--- src/include/ldu_consts.svh ---
`ifndef LDU_CONSTS_SVH
`define LDU_CONSTS_SVH

// Number of ROB slots
// At most depth minus one loads are in flight
`define LDU_ROB_DEPTH 4

// Data word width in bits
`define LDU_DATA_W 32

// Byte address width
// Bit 2 picks the bank, bits above it pick the row
`define LDU_ADDR_W 8

// Bank 0 read latency in cycles
`define LDU_FAST_LAT 1

// Bank 1 read latency in cycles, also the reservation window length
`define LDU_SLOW_LAT 4

`endif

--- src/verilog/ldu_pkg.sv ---
`default_nettype none

package ldu_pkg;

  `include "ldu_consts.svh"

  // ROB slot index
  typedef logic [$clog2(`LDU_ROB_DEPTH)-1:0] rob_id_t;

  // Access size
  typedef enum logic [1:0] {
    size_byte = 2'd0,
    size_half = 2'd1,
    size_word = 2'd2
  } ld_size_e;

  // External load request
  typedef struct packed {
    logic [`LDU_ADDR_W-1:0] addr;
    ld_size_e               size;
    logic                   sign;
  } ld_req_t;

  // Formatting info carried along with each load
  typedef struct packed {
    logic [1:0] offset;
    ld_size_e   size;
    logic       sign;
  } ld_meta_t;

  // Bank request, waddr is the row inside the selected bank
  typedef struct packed {
    logic [`LDU_ADDR_W-4:0] waddr;
    logic                   bank;
    rob_id_t                id;
    ld_meta_t               meta;
  } mem_req_t;

  // Bank response
  typedef struct packed {
    rob_id_t                id;
    logic [`LDU_DATA_W-1:0] word;
    ld_meta_t               meta;
  } mem_rsp_t;

  // ROB slot contents
  typedef struct packed {
    logic [`LDU_DATA_W-1:0] word;
    ld_meta_t               meta;
  } rob_entry_t;

  // Final load result
  typedef struct packed {
    logic [`LDU_DATA_W-1:0] data;
  } ld_rsp_t;

endpackage

`default_nettype wire

--- src/verilog/ld_issue.sv ---
`timescale 1ns/1ps
`default_nettype none

`include "ldu_consts.svh"

module ld_issue import ldu_pkg::*; (
  input  wire logic     clk_i,
  input  wire logic     rst_ni,
  input  wire ld_req_t  req_i,
  input  wire logic     req_valid_i,
  output logic          req_ready_o,
  input  wire logic     rob_full_i,
  output logic          rob_id_req_o,
  input  wire rob_id_t  rob_id_i,
  output mem_req_t      mem_req_o,
  output logic          mem_req_valid_o
);

  localparam int unsigned FastLat = `LDU_FAST_LAT;
  localparam int unsigned SlowLat = `LDU_SLOW_LAT;

  // Bit i set means a bank response lands on the ROB port i+1 cycles from now
  logic [SlowLat-1:0] resv_q;
  logic [SlowLat-1:0] resv_shift;
  logic [SlowLat-1:0] resv_n;

  logic     run_q;
  logic     bank;
  logic     slot_busy;
  logic     accept;
  mem_req_t mem_req_q;
  logic     mem_req_valid_q;

  // Even words in bank 0, odd words in bank 1
  assign bank = req_i.addr[2];

  // Window as seen one cycle later, when the request reaches the bank
  assign resv_shift = resv_q >> 1;

  // Return cycle of this load already claimed by an older one
  assign slot_busy = bank ? resv_shift[SlowLat-1] : resv_shift[FastLat-1];

  assign req_ready_o  = run_q && !rob_full_i && !slot_busy;
  assign accept       = req_valid_i && req_ready_o;
  assign rob_id_req_o = accept;

  // Advance window and claim the return cycle of the new load
  always_comb begin
    resv_n = resv_shift;
    if (accept) begin
      if (bank) begin
        resv_n[SlowLat-1] = 1'b1;
      end else begin
        resv_n[FastLat-1] = 1'b1;
      end
    end
  end

  always_ff @(posedge clk_i or negedge rst_ni) begin
    if (!rst_ni) begin
      resv_q          <= '0;
      run_q           <= 1'b0;
      mem_req_valid_q <= 1'b0;
    end else begin
      resv_q          <= resv_n;
      // Open for requests from the first edge after reset
      run_q           <= 1'b1;
      mem_req_valid_q <= accept;
    end
  end

  // Bank request tagged with its ROB slot and format info
  always_ff @(posedge clk_i) begin
    if (accept) begin
      mem_req_q.waddr       <= req_i.addr[`LDU_ADDR_W-1:3];
      mem_req_q.bank        <= bank;
      mem_req_q.id          <= rob_id_i;
      mem_req_q.meta.offset <= req_i.addr[1:0];
      mem_req_q.meta.size   <= req_i.size;
      mem_req_q.meta.sign   <= req_i.sign;
    end
  end

  assign mem_req_o       = mem_req_q;
  assign mem_req_valid_o = mem_req_valid_q;

endmodule

`default_nettype wire

--- src/verilog/mem_banks.sv ---
`timescale 1ns/1ps
`default_nettype none

`include "ldu_consts.svh"

module mem_banks import ldu_pkg::*; (
  input  wire logic                   clk_i,
  input  wire logic                   rst_ni,
  input  wire mem_req_t               mem_req_i,
  input  wire logic                   mem_req_valid_i,
  input  wire logic                   wr_en_i,
  input  wire logic [`LDU_ADDR_W-3:0] wr_addr_i,
  input  wire logic [`LDU_DATA_W-1:0] wr_data_i,
  output mem_rsp_t                    mem_rsp_o,
  output logic                        mem_rsp_valid_o
);

  localparam int unsigned AddrW = `LDU_ADDR_W;
  localparam int unsigned DataW = `LDU_DATA_W;
  // Rows per bank
  localparam int unsigned Rows  = 2 ** (AddrW - 3);

  // Last pipeline stage of each bank
  mem_rsp_t [1:0] bank_rsp;
  logic     [1:0] bank_valid;

  for (genvar b = 0; b < 2; b++) begin : g_bank
    localparam int unsigned Lat = (b == 0) ? `LDU_FAST_LAT : `LDU_SLOW_LAT;

    logic [DataW-1:0] mem_q [Rows];
    mem_rsp_t [Lat-1:0] pipe_q;
    logic     [Lat-1:0] pipe_valid_q;
    logic               hit;

    assign hit = mem_req_valid_i && (mem_req_i.bank == 1'(b));

    // Write port, low bit of the word address picks the bank
    always_ff @(posedge clk_i) begin
      if (wr_en_i && (wr_addr_i[0] == 1'(b))) begin
        mem_q[wr_addr_i[AddrW-3:1]] <= wr_data_i;
      end
    end

    // Read in stage 0, then walk the word down the pipe
    always_ff @(posedge clk_i) begin
      if (hit) begin
        pipe_q[0].id   <= mem_req_i.id;
        pipe_q[0].word <= mem_q[mem_req_i.waddr];
        pipe_q[0].meta <= mem_req_i.meta;
      end
      for (int i = 1; i < Lat; i++) begin
        pipe_q[i] <= pipe_q[i-1];
      end
    end

    // Several loads may be in flight per bank
    always_ff @(posedge clk_i or negedge rst_ni) begin
      if (!rst_ni) begin
        pipe_valid_q <= '0;
      end else begin
        pipe_valid_q[0] <= hit;
        for (int i = 1; i < Lat; i++) begin
          pipe_valid_q[i] <= pipe_valid_q[i-1];
        end
      end
    end

    assign bank_rsp[b]   = pipe_q[Lat-1];
    assign bank_valid[b] = pipe_valid_q[Lat-1];
  end

  // Single response port, issue scheduling keeps the banks apart
  assign mem_rsp_valid_o = |bank_valid;
  assign mem_rsp_o       = bank_valid[1] ? bank_rsp[1] : bank_rsp[0];

  // Return slot reservation in the issue stage must prevent this
  bank_collision : assert property (
    @(posedge clk_i) disable iff (!rst_ni) !(bank_valid[0] && bank_valid[1]))
  else $error("Both banks returned a word in the same cycle");

endmodule

`default_nettype wire

--- src/verilog/reorder_buffer.sv ---
`timescale 1ns/1ps
`default_nettype none

`include "ldu_consts.svh"

module reorder_buffer import ldu_pkg::*; #(
  parameter bit FallThrough = 1'b0
) (
  input  wire logic       clk_i,
  input  wire logic       rst_ni,
  // Write side, indexed by ID
  input  wire rob_entry_t data_i,
  input  wire rob_id_t    id_i,
  input  wire logic       push_i,
  // Read side, in order
  output rob_entry_t      data_o,
  output logic            valid_o,
  input  wire logic       pop_i,
  // ID allocation
  input  wire logic       id_req_i,
  output rob_id_t         id_o,
  output logic            full_o
);

  localparam int unsigned Depth = `LDU_ROB_DEPTH;
  localparam int unsigned IdW   = $bits(rob_id_t);
  // Full one entry early
  localparam logic [IdW:0] FullCnt = (IdW + 1)'(Depth - 1);
  localparam rob_id_t      LastId  = IdW'(Depth - 1);

  rob_id_t          rd_ptr_q;
  rob_id_t          rd_ptr_n;
  rob_id_t          wr_ptr_q;
  rob_id_t          wr_ptr_n;
  // Allocated and not yet released
  logic [IdW:0]     cnt_q;
  logic [IdW:0]     cnt_n;
  logic [Depth-1:0] valid_q;
  logic [Depth-1:0] valid_n;
  rob_entry_t       mem_q [Depth];

  assign full_o = (cnt_q == FullCnt);
  // Next free slot
  assign id_o   = wr_ptr_q;

  always_comb begin
    rd_ptr_n = rd_ptr_q;
    wr_ptr_n = wr_ptr_q;
    cnt_n    = cnt_q;
    valid_n  = valid_q;

    // Head slot
    data_o  = mem_q[rd_ptr_q];
    valid_o = valid_q[rd_ptr_q];

    // Head word arriving right now skips the storage
    if (FallThrough && push_i && (id_i == rd_ptr_q)) begin
      data_o  = data_i;
      valid_o = 1'b1;
    end

    // Allocate
    if (id_req_i && !full_o) begin
      wr_ptr_n = (wr_ptr_q == LastId) ? '0 : wr_ptr_q + 1'b1;
      cnt_n    = cnt_n + 1'b1;
    end

    // Fill
    if (push_i) begin
      valid_n[id_i] = 1'b1;
    end

    // Release head, clears the bit just set on fall-through
    if (pop_i && valid_o) begin
      valid_n[rd_ptr_q] = 1'b0;
      rd_ptr_n          = (rd_ptr_q == LastId) ? '0 : rd_ptr_q + 1'b1;
      cnt_n             = cnt_n - 1'b1;
    end
  end

  always_ff @(posedge clk_i or negedge rst_ni) begin
    if (!rst_ni) begin
      rd_ptr_q <= '0;
      wr_ptr_q <= '0;
      cnt_q    <= '0;
      valid_q  <= '0;
    end else begin
      rd_ptr_q <= rd_ptr_n;
      wr_ptr_q <= wr_ptr_n;
      cnt_q    <= cnt_n;
      valid_q  <= valid_n;
    end
  end

  // Slot storage
  always_ff @(posedge clk_i) begin
    if (push_i) begin
      mem_q[id_i] <= data_i;
    end
  end

  // Issue stage must hold off while full
  full_id_req : assert property (
    @(posedge clk_i) disable iff (!rst_ni) full_o |-> !id_req_i)
  else $error("ID requested while the ROB is full");

  // Consumer must only pop a valid head
  empty_pop : assert property (
    @(posedge clk_i) disable iff (!rst_ni) pop_i |-> valid_o)
  else $error("Pop of an invalid ROB head");

endmodule

`default_nettype wire

--- src/verilog/ld_align.sv ---
`timescale 1ns/1ps
`default_nettype none

`include "ldu_consts.svh"

module ld_align import ldu_pkg::*; (
  input  wire logic       clk_i,
  input  wire logic       rst_ni,
  input  wire rob_entry_t entry_i,
  input  wire logic       entry_valid_i,
  output logic            pop_o,
  output ld_rsp_t         rsp_o,
  output logic            rsp_valid_o
);

  localparam int unsigned DataW = `LDU_DATA_W;

  logic [DataW-1:0] shifted;
  logic [DataW-1:0] result;
  ld_rsp_t          rsp_q;
  logic             rsp_valid_q;

  // No back-pressure, take the head as soon as it shows up
  assign pop_o = entry_valid_i;

  // Addressed field down to bit 0
  assign shifted = entry_i.word >> {entry_i.meta.offset, 3'b000};

  // Mask to size and extend
  always_comb begin
    case (entry_i.meta.size)
      size_byte: begin
        result = {{(DataW-8){entry_i.meta.sign & shifted[7]}}, shifted[7:0]};
      end
      size_half: begin
        result = {{(DataW-16){entry_i.meta.sign & shifted[15]}}, shifted[15:0]};
      end
      default: begin
        result = shifted;
      end
    endcase
  end

  always_ff @(posedge clk_i or negedge rst_ni) begin
    if (!rst_ni) begin
      rsp_valid_q <= 1'b0;
    end else begin
      rsp_valid_q <= entry_valid_i;
    end
  end

  // Result payload
  always_ff @(posedge clk_i) begin
    if (entry_valid_i) begin
      rsp_q.data <= result;
    end
  end

  assign rsp_o       = rsp_q;
  assign rsp_valid_o = rsp_valid_q;

  // Requests are expected naturally aligned
  half_aligned : assert property (
    @(posedge clk_i) disable iff (!rst_ni)
    (entry_valid_i && entry_i.meta.size == size_half) |-> !entry_i.meta.offset[0])
  else $error("Halfword load at an odd byte offset");

  word_aligned : assert property (
    @(posedge clk_i) disable iff (!rst_ni)
    (entry_valid_i && entry_i.meta.size == size_word) |-> (entry_i.meta.offset == 2'b00))
  else $error("Word load at a nonzero byte offset");

endmodule

`default_nettype wire

--- src/verilog/ld_unit_top.sv ---
`timescale 1ns/1ps
`default_nettype none

`include "ldu_consts.svh"

module ld_unit_top import ldu_pkg::*; (
  input  wire logic                   clk_i,
  input  wire logic                   rst_ni,
  input  wire ld_req_t                req_i,
  input  wire logic                   req_valid_i,
  output logic                        req_ready_o,
  input  wire logic                   wr_en_i,
  input  wire logic [`LDU_ADDR_W-3:0] wr_addr_i,
  input  wire logic [`LDU_DATA_W-1:0] wr_data_i,
  output ld_rsp_t                     rsp_o,
  output logic                        rsp_valid_o
);

  // Issue to ROB
  logic       rob_full;
  logic       rob_id_req;
  rob_id_t    rob_id;
  // Issue to banks
  mem_req_t   mem_req;
  logic       mem_req_valid;
  // Banks to ROB
  mem_rsp_t   mem_rsp;
  logic       mem_rsp_valid;
  rob_entry_t rob_push_data;
  // ROB to align
  rob_entry_t rob_head;
  logic       rob_head_valid;
  logic       rob_pop;

  ld_issue i_issue (
    .clk_i,
    .rst_ni,
    .req_i,
    .req_valid_i,
    .req_ready_o,
    .rob_full_i      (rob_full),
    .rob_id_req_o    (rob_id_req),
    .rob_id_i        (rob_id),
    .mem_req_o       (mem_req),
    .mem_req_valid_o (mem_req_valid)
  );

  mem_banks i_banks (
    .clk_i,
    .rst_ni,
    .mem_req_i       (mem_req),
    .mem_req_valid_i (mem_req_valid),
    .wr_en_i,
    .wr_addr_i,
    .wr_data_i,
    .mem_rsp_o       (mem_rsp),
    .mem_rsp_valid_o (mem_rsp_valid)
  );

  // Drop the ID, the slot index carries it
  assign rob_push_data = '{word: mem_rsp.word, meta: mem_rsp.meta};

  reorder_buffer #(
    .FallThrough (1'b1)
  ) i_rob (
    .clk_i,
    .rst_ni,
    .data_i   (rob_push_data),
    .id_i     (mem_rsp.id),
    .push_i   (mem_rsp_valid),
    .data_o   (rob_head),
    .valid_o  (rob_head_valid),
    .pop_i    (rob_pop),
    .id_req_i (rob_id_req),
    .id_o     (rob_id),
    .full_o   (rob_full)
  );

  ld_align i_align (
    .clk_i,
    .rst_ni,
    .entry_i       (rob_head),
    .entry_valid_i (rob_head_valid),
    .pop_o         (rob_pop),
    .rsp_o,
    .rsp_valid_o
  );

endmodule

`default_nettype wire

--- config.mk ---
export PLATFORM = sky130hd
export DESIGN_NAME = ld_unit_top
export DESIGN_NICKNAME = d
export VERILOG_FILES = /design/src/verilog/ldu_pkg.sv /design/src/verilog/ld_issue.sv /design/src/verilog/mem_banks.sv /design/src/verilog/reorder_buffer.sv /design/src/verilog/ld_align.sv /design/src/verilog/ld_unit_top.sv
export VERILOG_INCLUDE_DIRS = /design/src /design/src/include
export SDC_FILE = /design/constraint.sdc
export NUM_CORES = 2
export LEC_CHECK = 0
export BUFFER_PORTS_ARGS = -buffer_cell sky130_fd_sc_hd__buf_2
export CAP_MARGIN = 40
export CORE_MARGIN = 10
export CORE_UTILIZATION = 43
export CTS_CLUSTER_SIZE = 40
export DETAILED_ROUTE_END_ITERATION = 7
export GPL_TIMING_DRIVEN = 1
export PLACE_DENSITY = 0.68
export SKIP_LAST_GASP = 1
export SLEW_MARGIN = 20
export SYNTH_ARGS = -nofsm -noshare
export SYNTH_HDL_FRONTEND = slang
export SYNTH_SLANG_ARGS = --single-unit
--- constraint.sdc ---
create_clock -name clk_i -period 6.25 [get_ports clk_i]
set_input_delay 1.25 -clock clk_i [delete_from_list [all_inputs] [get_ports clk_i]]
set_output_delay 1.25 -clock clk_i [all_outputs]
set_load 0.005 [all_outputs]
Yosys cells after proc, flatten, opt, wreduce, memory -nomap -nowiden
Memory sizes are Yosys's and may differ from the RTL's. A register that Yosys moved wholly into a read port is not among the register bits.
Cells that the tools add are included.
- bits in registers: 199
- latch bits: 0
- memory bits (writable): 2196
- memory bits (read-only): 0
- input port bits: 53
- output and inout port bits: 34
- logic and storage cells: 106
- memories kept: 3
- memories (memory ; depth ; bits a word ; rd ports ; clocked after Yosys merged registers in ; wr ports ; line ; RTL):
    i_banks.g_bank[0].mem_q ; 32 ; 32 ; 1 ; 1 ; 1 ; mem_banks.sv:30 ; logic [DataW-1:0] mem_q [Rows];
    i_banks.g_bank[1].mem_q ; 32 ; 32 ; 1 ; 1 ; 1 ; mem_banks.sv:30 ;
    i_rob.mem_q ; 4 ; 37 ; 1 ; 0 ; 1 ; reorder_buffer.sv:40 ; rob_entry_t mem_q [Depth];
- add/sub/neg operators: 4
- $mul: 0
- divide/modulo/power cells: 0
- order comparisons: 4
- eq/ne operators: 5
- shifts and indexed selects: 1
- muxes and demuxes: 27
- bitwise gates (word level): 7
- reductions and logical operators: 15
- operators with widths (kind ; count):
    $pmux 32 s2 ; 1
    $mux 39 ; 1
    $mux 37 ; 1
    $shr 32x5->32 ; 1
    $mux 1 ; 15
    $logic_and 1x1->1 ; 11
    $mux 4 ; 2
    $lt 2x3->1 const B ; 2
    $mux 3 ; 2
    $add 2x1->2 const B ; 2
    $and 4x4->4 ; 1
    $demux 1 s2 ; 2
    $eq 2x2->1 const B ; 2
    $ge 2x1->1 const B ; 2
    $mux 2 ; 2
    $not 4->4 ; 1
    $or 4x4->4 ; 1
    $add 3x1->3 const B ; 1
    $eq 3x2->1 const B ; 1
    $sub 3x1->3 const B ; 1
    $and 1x1->1 ; 2
    $bmux 1 s2 ; 1
    $eq 2x1->1 const B ; 1
    $eq 2x2->1 ; 1
    4 further kinds ; 6

Depth between registers and ports, before layout
- word-level depth: 9
- mapped depth: 10
- depth with buffers taken out: 8

By module
Synthesis repeated with hierarchy kept, for this count alone.
- cell total of the unflattened synthesis: 4462
- area, all modules: 92082.1 um2
- modules (own cells, without submodules) (module ; instances ; cells an instance ; area an instance (um2) ; sequential area each (um2)):
    mem_banks ; 1 ; 4008 ; 83400.0 ; 66308.6
    reorder_buffer ; 1 ; 294 ; 6413.7 ; 4719.5
    ld_align ; 1 ; 137 ; 1701.6 ; 985.9
    ld_issue ; 1 ; 23 ; 566.8 ; 515.5

Worst setup path after synthesis
No wires, ideal clock.
- path kind: register -> register
- start point: register i_banks.g_bank[1].pipe_valid_q[3]
- end point: memory i_rob.mem_q[2][0] in the netlist's numbering (enable)
- setup time: 492 ps
- arrival time: 4096 ps
- required time: 5758 ps
- path slack: 1662 ps
- stages on the path, launching flop included: 6
- path buffers: 4
- clock period less this slack: 4588 ps
- path through: dfrtp_1 buf_6 buf_2 buf_2 clkbuf_1 o32ai_1
- cells in the longest elaborated chain, start to end: 3
- elaborated cells between the ends (all ways): 4
- those cells by class: mux: 3; reduce/logical: 1
- ends and longest elaborated chain (what ; line ; RTL):
    start, declared ; mem_banks.sv:32 ; logic [Lat-1:0] pipe_valid_q;
    start signal, assigned by index ; mem_banks.sv:63 ; pipe_valid_q[i] <= pipe_valid_q[i-1];
    $reduce_or 2->1 ; mem_banks.sv:73 ; assign mem_rsp_valid_o = |bank_valid;
    $mux 1 ; reorder_buffer.sv:97 ; if (push_i) begin
    $mux 1 (implied by the code) ; reorder_buffer.sv:98 ; mem_q[id_i] <= data_i;
    end, declared ; reorder_buffer.sv:40 ;
Parallel ways exist; a longest one is shown, timed or not.

Worst setup path after layout
- start point: register i_banks.g_bank[1].pipe_valid_q[3]
- end point: register i_align.rsp_q, in the netlist i_align.rsp_o[12], data pin
- cells in the longest elaborated chain, start to end: 7
- elaborated cells between the ends (all ways): 10
- those cells by class: eq/ne: 2; shift: 1; mux: 3; bitwise: 1; reduce/logical: 3
- ends and longest elaborated chain (what ; line ; RTL):
    $mux 39 ; mem_banks.sv:74 ; assign mem_rsp_o = bank_valid[1] ? bank_rsp[1] : bank_rsp[0];
    $eq 2x2->1 ; reorder_buffer.sv:57 ; if (FallThrough && push_i && (id_i == rd_ptr_q)) begin
    $logic_and 1x1->1 ; reorder_buffer.sv:57 ;
    $mux 37 (*) ; reorder_buffer.sv:57 ;
    $shr 32x5->32 ; ld_align.sv:27 ; assign shifted = entry_i.word >> {entry_i.meta.offset, 3'b000};
    $and 1x1->1 ; ld_align.sv:33 ; result = {{(DataW-8){entry_i.meta.sign & shifted[7]}}, shifted[7:0]};
    $pmux 32 s2 (*) ; ld_align.sv:31 ; case (entry_i.meta.size)
    net i_align.result[12] ; ld_align.sv:19 ; logic [DataW-1:0] result;
    end, declared ; ld_align.sv:20 ; ld_rsp_t rsp_q;
Mark *: on every way through the listed nets, which the timed path passes. The rest lies on a longest branch.
A chain may end at the register's enable or synchronous reset.

==> run metrics <==
Int Power=~28 mW; layout cell share with drive strength beyond 1=34.51%; nets=about 4200; Setup CP Type=reg -> reg; initial detailed-routing violation count=~4800; R2R Setup Slk=2580 ps; CTS sink cnt=~2500; status=finished clean; max cap viols=0; Final Hold Viols=0; pin count of the biggest net entering global routing=106; total track usage=17.80%; gp weighted congestion=about 0.78; cell taking the most area after synthesis=edfxtp_1; vias in the first global route=roughly 42000; core area=roughly 210000 sq um; crit path DAT=4210 ps; clock latency at the later pin of the worst-skew pair=roughly 870 ps; register area=between 70000 and 80000 sq um; largest cells by area after synthesis=edfxtp_1 76%, mux4_2 17%, dfxtp_1 2.5%; Root Buffer=clkbuf_16; Mean Syn Cell Area=roughly 24 sq um; P per Cell Area=343.8 nW/um^2; fin crit share=slightly below 60%; leakage=32.85 nW; Final Core Density=49.56%; CTS max path bufs=3; Residual DRC=0; multi-input logic area=a little under 20000 sq um; Min-Delay Path Class=reg -> reg; starting density of the core=43.35%; IO Count=87; Critical Path End Type=register; Num CTS Buffers=224; Max IR drop VDD=around 0.32 mV; Slew headroom=between 30% and 40%; asr flop ratio synth=less than 1%; dpl ws=roughly 2300 ps; commonest cells after routing, fill and taps aside=2319 x edfxtp_1, 677 x mux4_2, 225 x clkbuf_16; CTS HTree Levels=4; Post-synth top flop=edfxtp_1; final setup fails=0; Post-synth EDFFs=2319; Syn Inst Count=3790; sequential fraction of the synthesis area=between 70 and 80%; Setup WS post-layout=roughly 2600 ps; DR pass1 iterations=5; Synth warnings=0; Finished Layout Cells=roughly 7100; initial antenna violation count=27; count of final max-slew check failures=0; WL per Instance=29.25 microns; global-route wire length before repair=303.1 mm; Yosys top cell area share=roughly three quarters; Post-CTS Setup Bufs=0; die width=roughly 480 microns; post_cts resized=0; row cnt=about 170; P_sw=8.514 mW; die height=482.9 microns; Vias=a little over 40000; fmax=roughly 0.27 GHz; Buffers on Ports=between 80 and 90; grt ovf=0; sequential power share=between 50% and 60%; drt via density=between 5 and 6; synthesized area=between 90000 and 100000 sq um; Post-DP HPWL=between 100 and 150 mm; crit path max fanout=28; post-route setup TNS=0 ps; final wirelength=between 200 and 250 mm; minimum clock period=3672 ps; syn nets=3851; Worst EP required=between 6000 and 7000 ps; Gate power share=11.3%; Tot Pwr=approximately 36 mW; Fill cells=16440; die area=around 230000 sq um; slew of the pin with the lowest slew margin=a little under 1000 ps; post-placement cell count=6678; leading cell type in the layout, fill and taps excluded=edfxtp_1; Startpoint Class=register; CTS hold repair buffers=0; CTS tree=done; RSZ-0062 raised after global routing=no; part of the power in the clock network=36.7%; Sw Ratio=23.52%; Synth Register Bits=approximately 2500; Yosys cell types=66; Clk pin slew, worst setup/hold paths=approximately 60 ps; post-route ant nets=0; clk_skew=a little under 50 ps; Area growth, synth to finish=14.32%
Yosys cell counts (18+ instances only):
| cell type | instances |
|---|---|
| mux4_2 | 677 |
| dfrtp_1 | 22 |
| buf_2 | 70 |
| dfxtp_1 | 117 |
| mux2i_1 | 28 |
| nand2_1 | 48 |
| nand3_1 | 23 |
| o211ai_1 | 18 |
| edfxtp_1 | 2319 |
| mux2_2 | 123 |
| clkbuf_1 | 100 |
| nor2_1 | 81 |
worst paths after layout:
| kind | start | endpoint | depth (start not counted) |
|---|---|---|---|
| max in group asynchronous | rst_ni | i_banks.g_bank[1].pipe_valid_q[3] | 1 |
| min in group asynchronous | rst_ni | i_align.rsp_valid_o | 1 |
| worst min register to register | i_banks.g_bank[1].pipe_q[48] | i_banks.g_bank[1].pipe_q[87] | 0 |
| worst max-delay path | i_banks.g_bank[1].pipe_valid_q[3] | i_align.rsp_o[12] | 6 |
| worst min-delay path | i_banks.g_bank[1].pipe_q[48] | i_banks.g_bank[1].pipe_q[87] | 0 |
| worst max register to register | i_banks.g_bank[1].pipe_valid_q[3] | i_align.rsp_o[12] | 6 |
power groups by stage:
stage / registers [mW] / clock network, mW / logic [mW]
final: 18.8 / 13.3 / 4.09
after global routing: 18.8 / 14.2 / 4.38
after CTS: 18.8 / 13.5 / 4.11
after detailed placement: 19.2 / 0 / 4.08
after global placement: 19.2 / 0 / 4.00
after floorplan: 19.1 / 0 / 2.68
sequential cells by signal, indices dropped and copies added, names as in the netlist:
signal,count
i_align.rsp_o,32
i_align.rsp_valid_o,1
i_banks.bank_rsp,78
i_banks.g_bank.mem_q,2048
i_banks.g_bank.pipe_q,117
i_banks.g_bank.pipe_valid_q,5
i_issue.mem_req_o,13
i_issue.mem_req_valid_o,1
i_issue.resv_q,3
i_issue.run_q,1
i_rob.cnt_q,3
i_rob.id_o,2
i_rob.mem_q,148
i_rob.rd_ptr_q,2
i_rob.valid_q,4
metrics by stage:
step           area, sq um  hold slack, ps
6_report            105300           316.6
5_1_grt             105300           314.8
4_1_cts             105100           306.1
3_5_place_dp         97990           312.1
3_3_place_gp         96960           310.1
2_1_floorplan        92120           309.6
per-layer routing:
layer	global-route usage (%)	share of wire, %	vias up
li1	-	-	16880
met1	24.77	40	22230
met2	28.28	48	1845
met3	4.322	9.1	295
met4	4.928	2.5	6
met5	0	0.020	-
critical path, stage by stage, from the launching register on:
cell,delay [ps]
dfrtp_4,720
mux2i_2,710
inv_1,440
nor3_2,330
nor4_2,130
o311ai_4,750
o21ai_0,280
cell type report:
| type | count | share of cell area, % |
|---|---|---|
| Inverter | 9 | 0.03208 |
| Timing Repair Buffer | 265 | 2.620 |
| Multi-Input combinational cell | 1134 | 18.32 |
| Clock buffer | 277 | 5.570 |
| Sequential cell | 2458 | 68.88 |
| Tap cell | 2821 | 3.352 |
| Antenna cell | 7 | 0.01663 |
| Clock inverter | 145 | 1.218 |
kinds of logic after synthesis:
kind of cell | synth area share (%)
flip-flops | 78.74
multiplexers | 18.41
buffers and inverters | 0.9304
AND/OR/NAND/NOR | 0.9222
AO/OA/AOI/OAI | 0.8381
adder cells (fa/ha/maj) | 0.1087
XOR/XNOR | 0.05570
other | 0.004071
Note: power is estimated with default switching activity, not from simulation.
